[src/logic/bpu_pkg.sv]
/* branch predictor shared definitions
   branch kinds, counter type, table hashing and counter update */
package bpu_pkg;

    typedef enum logic [1:0] {
        BR_NORMAL = 2'd0, // conditional
        BR_JUMP   = 2'd1, // plain unconditional
        BR_CALL   = 2'd2, // pushes the return address
        BR_RET    = 2'd3  // target comes from the stack
    } br_type_e;

    typedef logic [1:0] scnt_t; // msb set predicts taken

    // fold pc[3+] onto pc[9+], keep idx_w bits
    function automatic logic [31:0] btb_index(input logic [31:0] pc, input int unsigned idx_w);
        logic [31:0] keep;
        keep = (32'd1 << idx_w) - 32'd1;
        return ((pc >> 3) ^ (pc >> 9)) & keep;
    endfunction

    // tag bits start at pc[12]
    function automatic logic [31:0] btb_tag(input logic [31:0] pc, input int unsigned tag_w);
        logic [31:0] keep;
        keep = (32'd1 << tag_w) - 32'd1;
        return (pc >> 12) & keep;
    endfunction

    // saturating step toward 3 on taken, toward 0 otherwise
    function automatic scnt_t next_scnt(input scnt_t cnt, input logic taken);
        scnt_t nxt;
        nxt = cnt;
        if (taken && cnt != 2'd3) begin
            nxt = cnt + 2'd1;
        end else if (!taken && cnt != 2'd0) begin
            nxt = cnt - 2'd1;
        end
        return nxt;
    endfunction

endpackage

[src/logic/bpu_ras.sv]
/* return address stack, circular
   call corrections push pc+4, return corrections pop */
`timescale 1ns/1ps

module bpu_ras #(
    parameter int RAS_DEPTH = 8 // power of two, pointer wraps
) (
    input  logic              clk,
    input  logic              rst_n,
    input  logic              corr_update_i,
    input  logic [31:0]       corr_pc_i,
    input  bpu_pkg::br_type_e corr_br_type_i,
    output logic [31:0]       ras_top_o
);
    import bpu_pkg::*;

    localparam int PTR_W = $clog2(RAS_DEPTH);

    logic [RAS_DEPTH-1:0][31:0] stack_q;
    logic [PTR_W-1:0]           top_q;    // slot holding the current top
    logic [PTR_W-1:0]           push_ptr;
    logic                       do_push;
    logic                       do_pop;

    assign push_ptr  = top_q + PTR_W'(1);
    assign do_push   = corr_update_i & (corr_br_type_i == BR_CALL);
    assign do_pop    = corr_update_i & (corr_br_type_i == BR_RET);
    assign ras_top_o = stack_q[top_q];

    always_ff @(posedge clk) begin
        if (!rst_n) begin
            stack_q <= '0;  // empty stack reads 0
            top_q   <= '1;  // first push lands in slot 0
        end else if (do_push) begin
            stack_q[push_ptr] <= corr_pc_i + 32'd4; // overflow overwrites the oldest
            top_q             <= push_ptr;
        end else if (do_pop) begin
            top_q <= top_q - PTR_W'(1);
        end
    end

endmodule

[config.mk]
export PLATFORM = sky130hd
export DESIGN_NAME = bpu_ras
export DESIGN_NICKNAME = d
export VERILOG_FILES = /design/src/logic/bpu_pkg.sv /design/src/logic/bpu_ras.sv
export SDC_FILE = /design/constraint.sdc
export NUM_CORES = 1
export LEC_CHECK = 0
export ABC_AREA = 1
export BUFFER_PORTS_ARGS = -buffer_cell sky130_fd_sc_hd__buf_2
export CAP_MARGIN = 30
export CORE_MARGIN = 8
export CORE_UTILIZATION = 49
export CTS_CLUSTER_DIAMETER = 60
export DETAILED_ROUTE_END_ITERATION = 8
export PLACE_DENSITY_LB_ADDON = 0.05
export SLEW_MARGIN = 20
export SYNTH_ARGS = -nofsm -noshare
export SYNTH_HDL_FRONTEND = slang
export SYNTH_SLANG_ARGS = --single-unit
[constraint.sdc]
create_clock -name clk -period 3.1 [get_ports clk]
set_input_delay 0 -clock clk [delete_from_list [all_inputs] [get_ports clk]]
set_output_delay 0 -clock clk [all_outputs]
set_load 0.05 [all_outputs]
==> summary.md, run 1 <==
| Metric | Value |
|---|---|
| Tot Pwr | 0.00851 W |
| Gpl congestion | 0.879 |
| Reg2reg end | stack_q[250]$_SDFFE_PN0P_ |
| Switching Share | 28.4% |
| Max VDD drop | 0.000407 V |
| R2R depth | 7 |
| Port-buffer cells | 68 |
| TNS Setup | 0 ns |
| Yosys top cell area share | 40.8% |
| Drt via density | 5.34 |
| Outcome | finished clean |
| Post_cts resized | 0 |
| Critical Path Start | top_q[1]$_SDFFE_PN1P_ |
| Most frequent cell after synthesis | nor2_1 |
| F_max | 381 MHz |
| Relative max-transition margin | 38.9% |
| Synth unique cells | 28 |
| Critical-path maximum fanout | 64 |
| Min Hold Slack | 0.0298 ns |
| Final Cell Area | 14600 um2 |
| Net load switching power | 0.00242 W |
| Min-delay src | corr_pc_i[10] |
| Type of origin of the critical path | register |
| CTS Buf Count | 34 |
| R2R Setup Slk | 0.87 ns |
| Worst-path clk slew | 0.06 ns |
| Final HPWL from detailed placement | 23600 um |
| Pwr/cell area | 585 nW/um2 |
| Clock Power Share | 47.2% |
| WP data arrival | 2.62 ns |
| Cell area after synthesis | 12700 um2 |
| Layout cells sized above 1 | 9.31% |
| Vias | 12400 |
| Critical path class | reg2out |
| Antenna Violating Nets Remaining | 0 |
| Die W | 177 um |
| Die Span Y | 177 um |
| Core Footprint | 25800 um2 |
| HP Class | in2reg |
| Post-synth top flop | dfxtp_1 |
| Total Routed Length | 39500 um |
| Max_cap viols | 0 |
| EDFF count, synth | 0 |
| Syn_area_per_cell | 6.56 um2 |
| Clock Skew | 0.0145 ns |
| Pre-CTS WS | 0.925 ns |
| Share of flip-flops with an asynchronous set or reset | 0% |
| Worst setup EP type | output pin |
| Internal | 0.00610 W |
| # nets final | 2003 |
| Cell Area, Placed | 13200 um2 |
| Max clock buf depth | 3 |
| Most frequent cells after synthesis | nor2_1 (307), o21ai_0 (282), nand2_1 (261) |
| Synth top area cells | dfxtp_1 (41%), o21ai_0 (11%), a21oi_1 (10%) |
| Syn Inst Count | 1937 |
| Clk_lat worst skew | 0.53 ns |
| Worst reg2reg startpoint | top_q[2]$_SDFFE_PN1P_ |
| Num rows | 59 |
| Initial DRC count | 1088 |
| H-tree depth | 2 |
| Yosys Warn Count | 0 |
| Synth area leader | dfxtp_1 |
| Total global routing overflow | 0 |
| Hold EP | stack_q[202]$_SDFFE_PN0P_ |
| Hold-critical path depth | 3 |
| Remaining DRCs | 0 |
| Leak | 6.65 nW |
| Combinational share of power | 12.5% |
| Final WS setup | 0.477 ns |
| Critical Path RT | 3.10 ns |
| Clock tree sinks | 259 |
| Final hold vios | 0 |
| Drt wl/cell | 17.0 um |
| Final setup vio count | 0 |
| Initial antenna violation count | 1 |
| Post-synthesis sequential area ratio | 40.8% |
| Reg power frac | 40.3% |
| RSZ-0062 raised after global routing | no |
| Vias in the first global route | 11400 |
| Largest net degree at the start of global routing | 135 |
| Tcrit/Tclk final | 84.6% |
| IO Count | 69 |
| CTS tree | done |
| TritonRoute pass-1 iters | 5 |
| Post-CTS setup repair buffer count | 0 |
| Hold Buf Count CTS | 13 |
| Max Slew Vio Count | 0 |
| GR Util All Layers | 24.8% |
| Synth-to-Final Area Change | 14.5% |
| CTS Root Buffer Type | clkbuf_16 |
| Die ar. | 31400 um2 |
| #FFs+latches synth | 259 |
| First-pass GRT wire length | 62600 um |
| Starting density of the core | 49.3% |
| Fin crit period | 2.62 ns |
| Net Count, Synth | 1977 |
| Worst-margin pin slew | 0.910 ns |
power by group through the flow:
stage / combinational [W] / sequential (W) / clock [W]
global placement: 0.00103 / 0.00350 / 0
finish: 0.00106 / 0.00343 / 0.00402
CTS: 0.00105 / 0.00343 / 0.00408
global route: 0.00116 / 0.00344 / 0.00421
detailed placement: 0.00104 / 0.00350 / 0
floorplan: 0.000743 / 0.00349 / 0
state kept, by name, summed over array words and instances (netlist names):
name and count:
stack_q 256, top_q 3
cell families (layout without fill, tap and decap cells):
group	after synthesis	count (layout)	synth area share, %
adder cells (fa/ha/maj)	3	3	0.295
AO/OA/AOI/OAI	579	579	23.1
XOR/XNOR	14	14	1.08
AND/OR/NAND/NOR	701	701	22.6
buffers and inverters	381	432	12.1
other	0	1	0
flip-flops	259	259	40.8
cell usage in the layout (no fill, tap or decap), types with 2 or more instances in the layout:
cell	synthesis	layout
nor2_1	307	307
o21ai_0	282	282
nand2_1	261	261
a21oi_1	258	258
dfxtp_1	259	257
inv_1	254	252
nand3_1	109	109
buf_2	42	68
clkbuf_16	0	34
a31oi_1	32	32
buf_4	8	25
dlygate4sd3_1	0	13
nor2_4	6	8
xor2_1	8	8
clkbuf_8	0	8
o21ai_1	7	7
clkbuf_1	54	6
buf_12	0	6
nor2_2	7	5
nand2_2	5	5
inv_2	3	4
xnor2_1	4	4
ha_1	3	3
inv_6	0	3
clkinv_2	0	3
inv_4	0	2
nand2_4	2	2
and2_1	2	2
nand3b_1	2	2
clkinv_8	0	2
bufinv_16	0	2
per-layer routing:
layer	vias up	part of all wire [%]	global-route usage, %
met5	-	0	0
met4	0	2.2	6.76
met3	54	6.7	4.69
met2	382	43	38.5
met1	5715	48	34.5
li1	6270	-	-
how the worst max path moves through the flow:
| stage | end | slack (ns) | cells after the start |
|---|---|---|---|
| detailed placement | stack_q[184]$_SDFFE_PN0P_ | 0.92 | 8 |
| global placement | stack_q[235]$_SDFFE_PN0P_ | 0.95 | 6 |
| CTS | ras_top_o[5] | 0.47 | 6 |
| floorplan | stack_q[52]$_SDFFE_PN0P_ | 0.84 | 12 |
| finish | ras_top_o[5] | 0.48 | 6 |
| global route | ras_top_o[5] | 0.30 | 6 |
critical path, stage by stage, from the launching register on:
cell and delay, ns:
dfxtp_2 0.35, buf_4 0.69, o21ai_0 0.18, o21ai_0 0.18, a21oi_1 0.06, a31oi_1 0.30
buf_2 0.33
cell type report:
cell class / count / area [um2]
repair buffers: 113 / 806
fillers: 2599 / 11200
clock inverters: 13 / 183
well taps: 335 / 419
diodes: 1 / 2.50
inverters: 258 / 973
clock buffers: 48 / 983
multi-input cells: 1297 / 5990
flip-flops and latches: 259 / 5190
per-stage QoR:
| step | instances | util [%] |
|---|---|---|
| floorplan | 1937 | - |
| global placement | 2248 | 51.3 |
| detailed placement | 2248 | 51.3 |
| CTS | 2322 | 56.4 |
| global route | 2323 | 56.5 |
| finish | 2324 | 56.5 |
Note: power is estimated with default switching activity, not from simulation.
==> run 2: changes to the inputs <==
Settings changed: ABC_AREA 1 to 0.
Clock period 3.1 ns to 2.7 ns, I/O delays scaled along.
==> run 2 against run 1 <==
Net effect: register-to-register slack got worse by 0.61 ns; final cell count shrank 38%; sequential cell count unchanged; total power fell by 0.80%; sequential power is 15% higher; final area down 12%; combinational power down 36%; clock skew shrank 0.0027 ns; critical endpoint is now ras_top_o[16]; core utilization up 0.56 points; die area decreased by 12%; setup slack worse by 0.24 ns.
==> summary.md, run 2 <==
| Metric | Value |
|---|---|
| Outcome | finished clean |
| Die ar. | 27500 um2 |
| Total global routing overflow | 0 |
| Hold Buf Count CTS | 24 |
| HP Class | in2reg |
| Worst setup EP type | output pin |
| #FFs+latches synth | 259 |
| CTS tree | done |
| Synth-to-Final Area Change | 16.0% |
| Cell area after synthesis | 11000 um2 |
| Max_cap viols | 0 |
| Syn Inst Count | 1081 |
| Max clock buf depth | 3 |
| Total Routed Length | 28100 um |
| Tcrit/Tclk final | 91.3% |
| Pwr/cell area | 662 nW/um2 |
| Post-CTS setup repair buffer count | 0 |
| Yosys Warn Count | 0 |
| Type of origin of the critical path | register |
| Num rows | 55 |
| Critical Path RT | 2.70 ns |
| Starting density of the core | 49.2% |
| Drt wl/cell | 19.6 um |
| Leak | 4.72 nW |
| # nets final | 1170 |
| Area of the multi-input gates | 5330 um2 |
| Biggest registers after layout | stack_q x256, top_q x3 |
| IO Count | 69 |
| Clk_lat worst skew | 0.54 ns |
| Antenna Violating Nets Remaining | 0 |
| Filler cell count | 1943 |
| Die Span Y | 166 um |
| Synth unique cells | 37 |
| Critical-path maximum fanout | 66 |
| Initial antenna violation count | 0 |
| Post-synthesis sequential area ratio | 47.1% |
| Max Slew Vio Count | 0 |
| Post_cts resized | 0 |
| Core Footprint | 22400 um2 |
| Critical path class | reg2out |
| RSZ-0062 raised after global routing | no |
| First-pass GRT wire length | 45400 um |
| Yosys top cell area share | 47.1% |
| Largest register by flop count | stack_q |
| Cell Area, Placed | 11600 um2 |
| Final HPWL from detailed placement | 16000 um |
| Worst-path clk slew | 0.06 ns |
| Post-synth top flop | dfxtp_1 |
| EDFF count, synth | 0 |
| Synth top area cells | dfxtp_1 (47%), mux4_2 (13%), a21oi_1 (7.4%) |
| Die W | 166 um |
| Most frequent cell after synthesis | dfxtp_1 |
| Worst-margin pin slew | 0.837 ns |
| Min Hold Slack | 0.0457 ns |
| Remaining DRCs | 0 |
| Port-buffer cells | 68 |
| Syn_area_per_cell | 10.2 um2 |
| Final Cell Area | 12800 um2 |
| F_max | 406 MHz |
| CTS Root Buffer Type | clkbuf_16 |
| Synth area leader | dfxtp_1 |
| Tot Pwr | 0.00845 W |
| Vias | 8274 |
| H-tree depth | 1 |
| Commonest non-fill, non-tap cell in the layout | dfxtp_1 |
| Net Count, Synth | 1121 |
| TNS Setup | 0 ns |
| Gpl congestion | 0.721 |
| Final hold vios | 0 |
| Clock tree sinks | 259 |
| Drt via density | 5.77 |
| Reg area | 5190 um2 |
| Initial DRC count | 575 |
| Max VDD drop | 0.000511 V |
| GR Util All Layers | 19.9% |
| Pre-CTS WS | 0.240 ns |
| Layout cells sized above 1 | 22.0% |
| TritonRoute pass-1 iters | 5 |
| Share of flip-flops with an asynchronous set or reset | 0% |
| Commonest non-fill, non-tap cells in the layout | dfxtp_1 (256), a21oi_1 (162), o21ai_0 (154) |
| Final setup vio count | 0 |
| Relative max-transition margin | 43.8% |
| Largest net degree at the start of global routing | 119 |
| CTS Buf Count | 28 |
| Antenna Cells | 0 |
| Most frequent cells after synthesis | dfxtp_1 (259), a21oi_1 (162), o21ai_0 (154) |
| Vias in the first global route | 8077 |
| WP data arrival | 2.46 ns |
| Fin crit period | 2.46 ns |
| Clock Skew | 0.0118 ns |
| Final WS setup | 0.235 ns |
| Largest register FFs | 256 |
run 2: report_power, final:
group | switching (W) | total [W] | internal [W] | leakage, nW
Clock | 0.00153 | 0.00382 | 0.00230 | 0.458
Sequential | 0.0000436 | 0.00395 | 0.00390 | 2.09
Combinational | 0.000419 | 0.000677 | 0.000258 | 2.17
run 2: per-layer routing:
| metal | track usage, % | vias to the layer above | wire length, um |
|---|---|---|---|
| li1 | - | 4079 | - |
| met1 | 27.5 | 4009 | 13300 |
| met2 | 32.9 | 152 | 13400 |
| met3 | 2.80 | 34 | 984 |
| met4 | 3.99 | 0 | 418 |
| met5 | 0 | - | 0 |
run 2: layout make-up:
| type | instances | share of cell area (%) |
|---|---|---|
| clock buffers | 44 | 6.85 |
| clock inverters | 5 | 0.392 |
| inverters | 8 | 0.235 |
| multi-input cells | 712 | 41.8 |
| flip-flops and latches | 259 | 40.7 |
| well taps | 285 | 2.80 |
| repair buffers | 121 | 7.26 |
run 2: kinds of logic (layout without fill, tap and decap cells):
logic type | after synthesis | count (layout) | synth area share (%)
multiplexers | 121 | 121 | 18.7
adder cells (fa/ha/maj) | 3 | 3 | 0.341
flip-flops | 259 | 259 | 47.1
XOR/XNOR | 32 | 32 | 2.68
buffers and inverters | 110 | 178 | 4.47
AO/OA/AOI/OAI | 396 | 396 | 19.6
AND/OR/NAND/NOR | 160 | 160 | 7.09
run 2: worst max-delay path, stage by stage (launching register included):
cell and delay [ns]:
dfxtp_4 0.37, buf_12 0.40, mux4_2 0.58, mux2_2 0.30, buf_2 0.22
run 2: worst paths after layout:
check | startpoint | endpoint | slack [ns] | depth (start not counted)
worst min-delay path | corr_pc_i[13] | stack_q[237]$_SDFFE_PN0P_ | 0.05 | 3
worst max-delay path | top_q[0]$_SDFFE_PN1P_ | ras_top_o[16] | 0.24 | 4
worst max register to register | top_q[0]$_SDFFE_PN1P_ | stack_q[97]$_SDFFE_PN0P_ | 0.26 | 8
worst min register to register | stack_q[33]$_SDFFE_PN0P_ | stack_q[33]$_SDFFE_PN0P_ | 0.50 | 2
run 2: through the flow:
stage	std cells	utilization (%)
2_1_floorplan	1081	-
3_3_place_gp	1361	51.8
3_5_place_dp	1361	51.8
4_1_cts	1434	57.0
5_1_grt	1434	57.0
6_report	1434	57.0
