$ cat src/logic/bpu_pkg.sv
/* branch predictor shared definitions
   branch kinds, counter type, table hashing and counter update */
package bpu_pkg;

    typedef enum logic [1:0] {
        BR_NORMAL = 2'd0, // conditional
        BR_JUMP   = 2'd1, // plain unconditional
        BR_CALL   = 2'd2, // pushes the return address
        BR_RET    = 2'd3  // target comes from the stack
    } br_type_e;

    typedef logic [1:0] scnt_t; // msb set predicts taken

    // fold pc[3+] onto pc[9+], keep idx_w bits
    function automatic logic [31:0] btb_index(input logic [31:0] pc, input int unsigned idx_w);
        logic [31:0] keep;
        keep = (32'd1 << idx_w) - 32'd1;
        return ((pc >> 3) ^ (pc >> 9)) & keep;
    endfunction

    // tag bits start at pc[12]
    function automatic logic [31:0] btb_tag(input logic [31:0] pc, input int unsigned tag_w);
        logic [31:0] keep;
        keep = (32'd1 << tag_w) - 32'd1;
        return (pc >> 12) & keep;
    endfunction

    // saturating step toward 3 on taken, toward 0 otherwise
    function automatic scnt_t next_scnt(input scnt_t cnt, input logic taken);
        scnt_t nxt;
        nxt = cnt;
        if (taken && cnt != 2'd3) begin
            nxt = cnt + 2'd1;
        end else if (!taken && cnt != 2'd0) begin
            nxt = cnt - 2'd1;
        end
        return nxt;
    endfunction

endpackage

$ cat src/logic/bpu_pc_gen.sv
/* fetch pc register and next-pc selection
   picks the redirect target per slot and builds the two-slot mask */
`timescale 1ns/1ps

module bpu_pc_gen #(
    parameter logic [31:0] INIT_PC = 32'h1c00_0000
) (
    input  logic                    clk,
    input  logic                    rst_n,
    input  logic                    flush_i,
    input  logic [31:0]             redirect_pc_i,
    input  logic                    fetch_ready_i,
    input  logic [1:0]              slot_taken_i,
    input  bpu_pkg::br_type_e [1:0] slot_type_i,
    input  logic [1:0][31:0]        slot_target_i,
    input  logic [31:0]             ras_top_i,
    output logic [31:0]             fetch_pc_o,
    output logic [1:0][31:0]        target_o,
    output logic [1:0]              mask_o,
    output logic [31:0]             next_pc_o
);
    import bpu_pkg::*;

    logic [31:0] pc_q;    // current fetch pair
    logic [31:0] pc_seq;  // fall-through, next aligned pair
    logic        take0;   // slot 0 is live and redirects

    assign pc_seq = {pc_q[31:3] + 29'd1, 3'b000};
    assign take0  = slot_taken_i[0] & ~pc_q[2]; // slot 0 dead on odd entry

    // pc register
    always_ff @(posedge clk) begin
        if (!rst_n) begin
            pc_q <= INIT_PC;
        end else if (flush_i) begin // redirect wins over ready
            pc_q <= redirect_pc_i;
        end else if (fetch_ready_i) begin
            pc_q <= next_pc_o;
        end // else hold under back-pressure
    end

    // returns read the stack top, the rest use the btb target
    always_comb begin
        for (int i = 0; i < 2; i++) begin
            if (slot_type_i[i] == BR_RET) begin
                target_o[i] = ras_top_i;
            end else begin
                target_o[i] = slot_target_i[i];
            end
        end
    end

    // oldest taken slot decides
    always_comb begin
        next_pc_o = pc_seq;
        if (take0) begin
            next_pc_o = target_o[0];
        end else if (slot_taken_i[1]) begin
            next_pc_o = target_o[1];
        end
    end

    assign mask_o[0]  = ~pc_q[2]; // entering at slot 1 skips slot 0
    assign mask_o[1]  = ~take0;   // squashed behind a taken slot 0
    assign fetch_pc_o = pc_q;

endmodule

$ cat config.mk
export PLATFORM = sky130hd
export DESIGN_NAME = bpu_pc_gen
export DESIGN_NICKNAME = d
export VERILOG_FILES = /design/src/logic/bpu_pkg.sv /design/src/logic/bpu_pc_gen.sv
export SDC_FILE = /design/constraint.sdc
export NUM_CORES = 1
export LEC_CHECK = 0
export CORE_AREA = 2 2 105 107
export DETAILED_ROUTE_END_ITERATION = 6
export DIE_AREA = 0 0 107 109
export DONT_BUFFER_PORTS = 1
export GPL_TIMING_DRIVEN = 0
export SETUP_SLACK_MARGIN = 0.5
export SLEW_MARGIN = 20
export SYNTH_ARGS = -nofsm -noshare
export SYNTH_HDL_FRONTEND = slang
export SYNTH_SLANG_ARGS = --single-unit
$ cat constraint.sdc
create_clock -name clk -period 2.27 [get_ports clk]
set_input_delay 0 -clock clk [delete_from_list [all_inputs] [get_ports clk]]
set_output_delay 0 -clock clk [all_outputs]
set_load 0.05 [all_outputs]
==> impl_metrics.py, run 1 <==
metrics = {
    "status": {
        "status": "complete, no violations",
    },
    "timing": {
        "slew_headroom_pct": 44.5,
        "final_min_period_over_clock_period_pct": 99.0,
        "timing.fmax_ghz": 0.445,
        "grt_setup_unrepaired": "yes",
        "timing.final.setup_violations": 0,
        "fin_worst_skew_ns": 0.00546,
        "report.final.slew_viol_count": 0,
        "hold-worst-slack_ns": 0.134,
        "final_period_minus_worst_setup_slack_ns": 2.25,
        "setup-tns-final_ns": 0,
        "hold_viol_final": 0,
        "tightest_slew_ns": 0.830,
    },
    "detailed_routing": {
        "drc_violation_count_after_routing": 0,
        "vias": 5061,
        "postRouteAntennaNets": 0,
        "route.final.wire_length_mm": 20.0,
        "wl_cell_um": 25.5,
        "detailedRoute.firstPassIterationCount": 7,
        "drt_iter0_markers": 358,
        "avgViaCountPerCell": 6.46,
    },
    "grt": {
        "grt_remaining_overflow": 0,
        "number_of_global_route_vias_before_repair": 4858,
        "grt_first_pass_wirelength_mm": 28.0,
        "grt_antenna_before_repair": 0,
        "track_usage_pct": 32.0,
        "maximum_number_of_pins_on_one_net_before_global_route_repair": 11,
    },
    "clocking": {
        "clock_sink_count": 32,
        "ctsLongestPathBuffers": 2,
        "numCtsBuffers": 5,
        "clockRootBuffer": "sky130_fd_sc_hd__clkbuf_8",
        "clock_tree.htree_level_count": 2,
        "clock_insertion_delay_worst_skew_ns": 0.31,
        "path_clk_slew_ns": 0.08,
        "tritoncts_clock_tree": "done",
    },
    "placed_design": {
        "dpl.hpwl_mm": 14.2,
        "placed_cells": 686,
        "gpl.final_weighted_congestion": 0.934,
        "io_buffers": 0,
    },
    "setup_path": {
        "worstPathArrival_ns": 2.25,
        "worst-endpoint-required_ns": 2.27,
        "critical_path_peak_fanout": 7,
        "start_kind": "flop",
        "criticalPathCategory": "reg -> out",
        "cp-end-kind": "output port",
    },
    "pwr": {
        "totalPowerFinal_mw": 3.10,
        "switching_share_pct": 53.7,
        "intPower_mw": 1.43,
        "clock_network_fraction_of_design_power_pct": 19.8,
        "pwr-share-seq_pct": 27.9,
        "power.share.combinational_pct": 52.3,
        "p_per_area_nw_per_um2": 500,
        "max-vdd-ir-drop_uv": 242,
        "static-leakage-power_nw": 2.57,
        "power_switching_mw": 1.66,
    },
    "finish": {
        "largest_register_ffs": 32,
        "fin_nets": 781,
        "synthToLayoutAreaGrowth_pct": 60.0,
        "final_core_utilization_pct": 58.5,
        "n_fill_cell": 922,
        "drive_above_1_share_pct": 43.2,
        "final_cells": 783,
        "antenna_cells": 0,
    },
    "die": {
        "floorplan.rows": 38,
        "die_h_um": 109,
        "overall_die_area_um2": 11700,
        "die_w_um": 107,
        "initial_core_utilization_pct": 36.5,
        "core_region_area_um2": 10600,
        "ios": 268,
    },
    "yosys": {
        "synthesis.area_um2": 3870,
        "synth_async_sr_flop_share_pct": 0,
        "synth-seq-area-share_pct": 16.5,
        "syn-num-nets": 685,
        "synthCells": 546,
        "postSynthAreaPerCell_um2": 7.10,
        "yosys.cell_types.count": 64,
        "synth-edff-count": 0,
        "yosysWarningCount": 0,
        "postSynthRegisterBits": 32,
        "most_instantiated_flip_flop_cell_in_the_synthesis_netlist": "sky130_fd_sc_hd__dfxtp_1",
    },
    "hold_path": {
        "holdCritPathClass": "in -> reg",
    },
    "job": {
        "max_cap_viol_count": 0,
    },
}
-- power by group through the flow --
stage	clock (mW)	combinational [mW]	sequential (mW)
after floorplan	0	1.17	0.836
after global placement	0	1.35	0.868
after detailed placement	0	1.35	0.870
after CTS	0.625	1.55	0.859
final	0.614	1.62	0.865
after global routing	0.636	1.69	0.874
-- cells in the mapped netlist, types with 6 or more instances --
cell type | n | share of area [%]
sky130_fd_sc_hd__inv_1 | 49 | 4.7
sky130_fd_sc_hd__nand2_1 | 44 | 4.3
sky130_fd_sc_hd__o21ai_0 | 43 | 5.6
sky130_fd_sc_hd__mux2i_1 | 36 | 9.3
sky130_fd_sc_hd__nand3_1 | 36 | 4.6
sky130_fd_sc_hd__dfxtp_1 | 32 | 17
sky130_fd_sc_hd__clkbuf_1 | 26 | 2.5
sky130_fd_sc_hd__nor2_1 | 26 | 2.5
sky130_fd_sc_hd__mux2_2 | 25 | 7.3
sky130_fd_sc_hd__a31o_2 | 15 | 3.4
sky130_fd_sc_hd__nand4_1 | 15 | 2.4
sky130_fd_sc_hd__nor3_1 | 12 | 1.5
sky130_fd_sc_hd__and3_1 | 11 | 1.8
sky130_fd_sc_hd__or2_2 | 11 | 1.8
sky130_fd_sc_hd__a21oi_1 | 10 | 1.3
sky130_fd_sc_hd__a31oi_1 | 10 | 1.6
sky130_fd_sc_hd__buf_2 | 10 | 1.3
sky130_fd_sc_hd__a21boi_0 | 9 | 1.7
sky130_fd_sc_hd__or3_1 | 9 | 1.5
sky130_fd_sc_hd__nor3b_1 | 8 | 1.5
sky130_fd_sc_hd__o22ai_1 | 8 | 1.3
sky130_fd_sc_hd__a221oi_1 | 7 | 1.6
sky130_fd_sc_hd__and4_1 | 7 | 1.6
sky130_fd_sc_hd__xnor2_1 | 7 | 1.6
sky130_fd_sc_hd__nor4_1 | 6 | 0.97
-- critical path, cell delays in order (launching register included) --
cell and delay (ns):
sky130_fd_sc_hd__dfxtp_4 0.50, sky130_fd_sc_hd__ha_4 0.18, sky130_fd_sc_hd__and3_4 0.18, sky130_fd_sc_hd__buf_6 0.11
sky130_fd_sc_hd__nand4_1 0.11, sky130_fd_sc_hd__xor2_1 0.20, sky130_fd_sc_hd__a221oi_4 0.64
-- stage by stage --
step                cell area [um2]  setup WS (ns)
floorplan                      4270          0.223
global placement               4440         -0.255
detailed placement             4440         -0.255
CTS                            5780         0.0526
global route                   6200        -0.0345
finish                         6200         0.0229
-- per-layer routing --
metal | vias to the layer above | GRT usage [%] | part of all wire, %
met4 | 0 | 10.3 | 2.3
met1 | 2471 | 38.8 | 39
li1 | 2228 | - | -
met5 | - | 0 | 0
met3 | 35 | 7.05 | 8.4
met2 | 327 | 56.4 | 50
-- cells in the final DEF, fill, tap and decap left out, types with 5 or more instances in the layout --
master	count
sky130_fd_sc_hd__inv_1	41
sky130_fd_sc_hd__nand2_1	39
sky130_fd_sc_hd__mux2i_1	35
sky130_fd_sc_hd__buf_4	32
sky130_fd_sc_hd__dlygate4sd3_1	32
sky130_fd_sc_hd__nand3_1	27
sky130_fd_sc_hd__dfxtp_4	25
sky130_fd_sc_hd__buf_6	24
sky130_fd_sc_hd__nor2_1	24
sky130_fd_sc_hd__mux2_2	21
sky130_fd_sc_hd__o21ai_0	21
sky130_fd_sc_hd__clkbuf_1	17
sky130_fd_sc_hd__nand4_1	15
sky130_fd_sc_hd__a31o_4	10
sky130_fd_sc_hd__or2_2	10
sky130_fd_sc_hd__a31oi_1	10
sky130_fd_sc_hd__o21ai_1	9
sky130_fd_sc_hd__clkbuf_8	8
sky130_fd_sc_hd__o21ai_2	8
sky130_fd_sc_hd__nor3b_1	7
sky130_fd_sc_hd__buf_2	6
sky130_fd_sc_hd__nand3_2	6
sky130_fd_sc_hd__and3_4	5
sky130_fd_sc_hd__o21ai_4	5
sky130_fd_sc_hd__and3_1	5
sky130_fd_sc_hd__o211ai_1	5
sky130_fd_sc_hd__buf_12	5
sky130_fd_sc_hd__nor3_2	5
sky130_fd_sc_hd__or3_1	5
sky130_fd_sc_hd__a31o_2	5
-- layout make-up --
class	count	area, um2	share of cell area, %
Sequential cell	32	738	11.9
Clock inverter	2	33.8	0.545
Timing Repair Buffer	89	903	14.6
Buffer	45	373	6.01
Inverter	51	216	3.49
Tap cell	140	175	2.82
Clock buffer	6	82.6	1.33
Multi-Input combinational cell	418	3680	59.3
-- timing repair --
action / CTS / global route
hold endpoints to repair: 32 / 0
gates resized for setup: 147 / 59
pin swaps: 51 / 42
endpoints found under the setup margin: 64 / 59
hold buffers: 32 / 0
gates cloned: 1 / 1
buffers inserted: 38 / 17
-- cells by family after synthesis --
group | count (synthesis) | share of synthesized area, %
flops | 32 | 16.5
fa+ha+maj | 1 | 0.323
xor+xnor | 10 | 2.26
compound gates | 150 | 27.2
simple gates | 196 | 26.8
mux | 61 | 16.6
buf+inv | 96 | 10.3
-- worst paths after layout --
| check | start | slack [ns] | end | depth (start not counted) |
|---|---|---|---|---|
| setup / recovery | fetch_pc_o[3] | 0.02 | next_pc_o[13] | 6 |
| hold / removal | fetch_ready_i | 0.13 | fetch_pc_o[28] | 4 |
| setup reg to reg | fetch_pc_o[3] | 0.04 | fetch_pc_o[13] | 7 |
| hold reg to reg | fetch_pc_o[26] | 0.61 | fetch_pc_o[26] | 2 |
(Power assumes the default switching activity.)
==> run 2: changes to the inputs <==
==> constraint.sdc (replaced) <==
create_clock -name clk -period 2.27 [get_ports clk]
set_input_delay 0.227 -clock clk [delete_from_list [all_inputs] [get_ports clk]]
set_output_delay 0.227 -clock clk [all_outputs]
set_load 0.05 [all_outputs]
==> run 2 against run 1 <==
Against the previous run:
- critical path type unchanged
- via count is 4.2% lower
- sequential power hardly changed
- first-iteration DRC count is 16% lower
- setup slack worse by 0.21 ns
- core utilization is 4.0 points lower
- final area is 6.8% lower
- clock-buffer cell count stayed put
- die area stayed put
- the run now ends with negative setup slack left
- combinational power is 2% lower
==> impl_metrics.py, run 2 (synthesized netlist as in run 1, its figures left out) <==
metrics = {
    "timing": {
        "grt_setup_unrepaired": "yes",
        "slew_headroom_pct": 43.0,
        "setup-tns-final_ns": -1.92,
        "hold_viol_final": 0,
        "timing.fmax_ghz": 0.407,
        "report.final.slew_viol_count": 0,
        "final_critical_path_setup_slack_ns": -0.190,
        "tightest_slew_ns": 0.855,
        "final_period_minus_worst_setup_slack_ns": 2.46,
        "final_min_period_over_clock_period_pct": 108,
        "timing.final.setup_violations": 20,
        "fin_worst_skew_ns": 0.00968,
    },
    "pwr": {
        "clock_network_fraction_of_design_power_pct": 19.4,
        "max-vdd-ir-drop_uv": 320,
        "p_per_area_nw_per_um2": 524,
        "power.share.combinational_pct": 52.0,
        "totalPowerFinal_mw": 3.03,
        "switching_share_pct": 54.8,
        "pwr-share-seq_pct": 28.6,
        "power_switching_mw": 1.66,
        "intPower_mw": 1.37,
        "static-leakage-power_nw": 2.39,
    },
    "die": {
        "core_region_area_um2": 10600,
        "die_w_um": 107,
        "overall_die_area_um2": 11700,
        "floorplan.rows": 38,
        "initial_core_utilization_pct": 36.5,
        "ios": 268,
        "die_h_um": 109,
    },
    "detailed_routing": {
        "dr_wl_met3_mm": 2.01,
        "route.final.wire_length_mm": 20.0,
        "vias": 4849,
        "postRouteAntennaNets": 0,
        "wl_cell_um": 27.1,
        "highest_layer": "met4",
        "drt-met1-wl_mm": 7.76,
        "routed-wl-met2_mm": 9.76,
        "avgViaCountPerCell": 6.55,
        "drc_violation_count_after_routing": 0,
        "drt_iter0_markers": 299,
        "detailedRoute.firstPassIterationCount": 5,
    },
    "finish": {
        "n_fill_cell": 987,
        "layout_commonest_cell": "sky130_fd_sc_hd__nand2_1",
        "final_cells": 740,
        "largest_register_ffs": 32,
        "final_cell_mix": "40 x sky130_fd_sc_hd__nand2_1, 33 x sky130_fd_sc_hd__inv_1, 33 x sky130_fd_sc_hd__mux2i_1",
        "fin_nets": 738,
        "synthToLayoutAreaGrowth_pct": 49.1,
        "antenna_cells": 0,
        "drive_above_1_share_pct": 46.3,
    },
    "clocking": {
        "clockRootBuffer": "sky130_fd_sc_hd__clkbuf_8",
        "numCtsBuffers": 5,
        "clock_sink_count": 32,
        "clock_tree.htree_level_count": 2,
        "tritoncts_clock_tree": "done",
        "ctsLongestPathBuffers": 2,
        "path_clk_slew_ns": 0.08,
        "clock_insertion_delay_worst_skew_ns": 0.30,
    },
    "grt": {
        "track_usage_pct": 32.1,
        "number_of_global_route_vias_before_repair": 4726,
        "maximum_number_of_pins_on_one_net_before_global_route_repair": 11,
        "grt_antenna_before_repair": 0,
        "grt_first_pass_wirelength_mm": 28.1,
        "grt_remaining_overflow": 0,
    },
    "setup_path": {
        "critical_path.max_stage_delay_ns": 0.62,
        "critPathTopFamily": "compound AO/OA/AOI/OAI gates",
        "start_kind": "flop",
        "rrSetupSlack_ns": 0.02,
        "worstPathArrival_ns": 2.23,
        "worst-endpoint-required_ns": 2.04,
        "cp-end-kind": "output port",
        "critical-path-slowest-cell": "sky130_fd_sc_hd__a221oi_4",
        "critical_path_peak_fanout": 7,
        "timing.critical_path.buf_inv": 1,
        "criticalPathCategory": "reg -> out",
        "path_cells": "ha_4 > and3_4 > buf_6 > nand4_1 > xor2_1 > a221oi_4",
    },
    "hold_path": {
        "holdCritPathClass": "in -> reg",
    },
    "job": {
        "max_cap_viol_count": 0,
    },
    "placed_design": {
        "gpl.final_weighted_congestion": 0.900,
        "io_buffers": 0,
        "placed_cells": 686,
        "dpl.hpwl_mm": 14.7,
    },
    "status": {
        "failed_checks": "negative setup slack",
        "status": "finished, violations left",
    },
}
-- run 2: cell types whose count changed in the layout (fill, tap and decap cells not counted), sizes merged --
| cell | change |
|---|---|
| inv | +1 |
| dlygate4sd3 | -32 |
| buf | -10 |
| clkbuf | -2 |
| clkinv | -1 |
| dlygate4sd2 | +1 |
-- run 2: layout make-up --
| cell class | instances | area [um2] | area share [%] |
|---|---|---|---|
| Multi-Input combinational cell | 418 | 3720 | 64.4 |
| Sequential cell | 32 | 736 | 12.7 |
| Timing Repair Buffer | 46 | 428 | 7.41 |
| Buffer | 45 | 390 | 6.76 |
| Inverter | 51 | 219 | 3.79 |
| Tap cell | 140 | 175 | 3.03 |
| Clock buffer | 6 | 72.6 | 1.26 |
| Clock inverter | 2 | 35.0 | 0.606 |
-- run 2: routing by layer --
metal  vias to the layer above  track usage, %
li1                       2142               -
met1                      2365            37.5
met2                       304            55.7
met3                        38            10.5
met4                         0            10.2
met5                         -               0
-- run 2: through the flow --
stage,setup WS [ns],instance area [um2],utilization [%],hold WS [ns]
4_1_cts,-0.152,5420,51.1,0.0635
2_1_floorplan,0.223,4410,-,0.357
3_3_place_gp,-0.0983,4590,43.3,0.365
6_report,-0.190,5780,54.5,0.0635
5_1_grt,-0.274,5780,54.5,0.0687
3_5_place_dp,-0.0844,4590,43.3,0.370
-- run 2: worst paths after layout --
kind,startpoint,endpoint,depth (start not counted)
max,fetch_pc_o[3],next_pc_o[13],6
min,redirect_pc_i[2],fetch_pc_o[2],2
max reg2reg,fetch_pc_o[3],fetch_pc_o[13],7
min reg2reg,fetch_pc_o[26],fetch_pc_o[26],2
-- run 2: power groups by stage --
stage | registers (mW) | logic [mW] | clock network (mW)
after floorplan | 0.836 | 1.21 | 0
after global placement | 0.867 | 1.39 | 0
after detailed placement | 0.869 | 1.40 | 0
after CTS | 0.860 | 1.53 | 0.574
after global routing | 0.874 | 1.64 | 0.598
final | 0.867 | 1.58 | 0.586
-- run 2: worst register-to-register path: cells and delay by family, from the launching register on --
family          cells  cell delay (ns)
compound gates      2             0.87
flops               1             0.50
simple gates        2             0.31
xor+xnor            1             0.20
fa+ha+maj           1             0.19
buf+inv             1             0.11
-- run 2: timing repair --
action,4_1_cts,5_1_grt
setup endpoints to repair,77,66
hold buffers,0,0
gates cloned,1,0
pin swaps,47,45
gates resized for setup,128,54
hold endpoints to repair,0,0
setup buffers,24,21
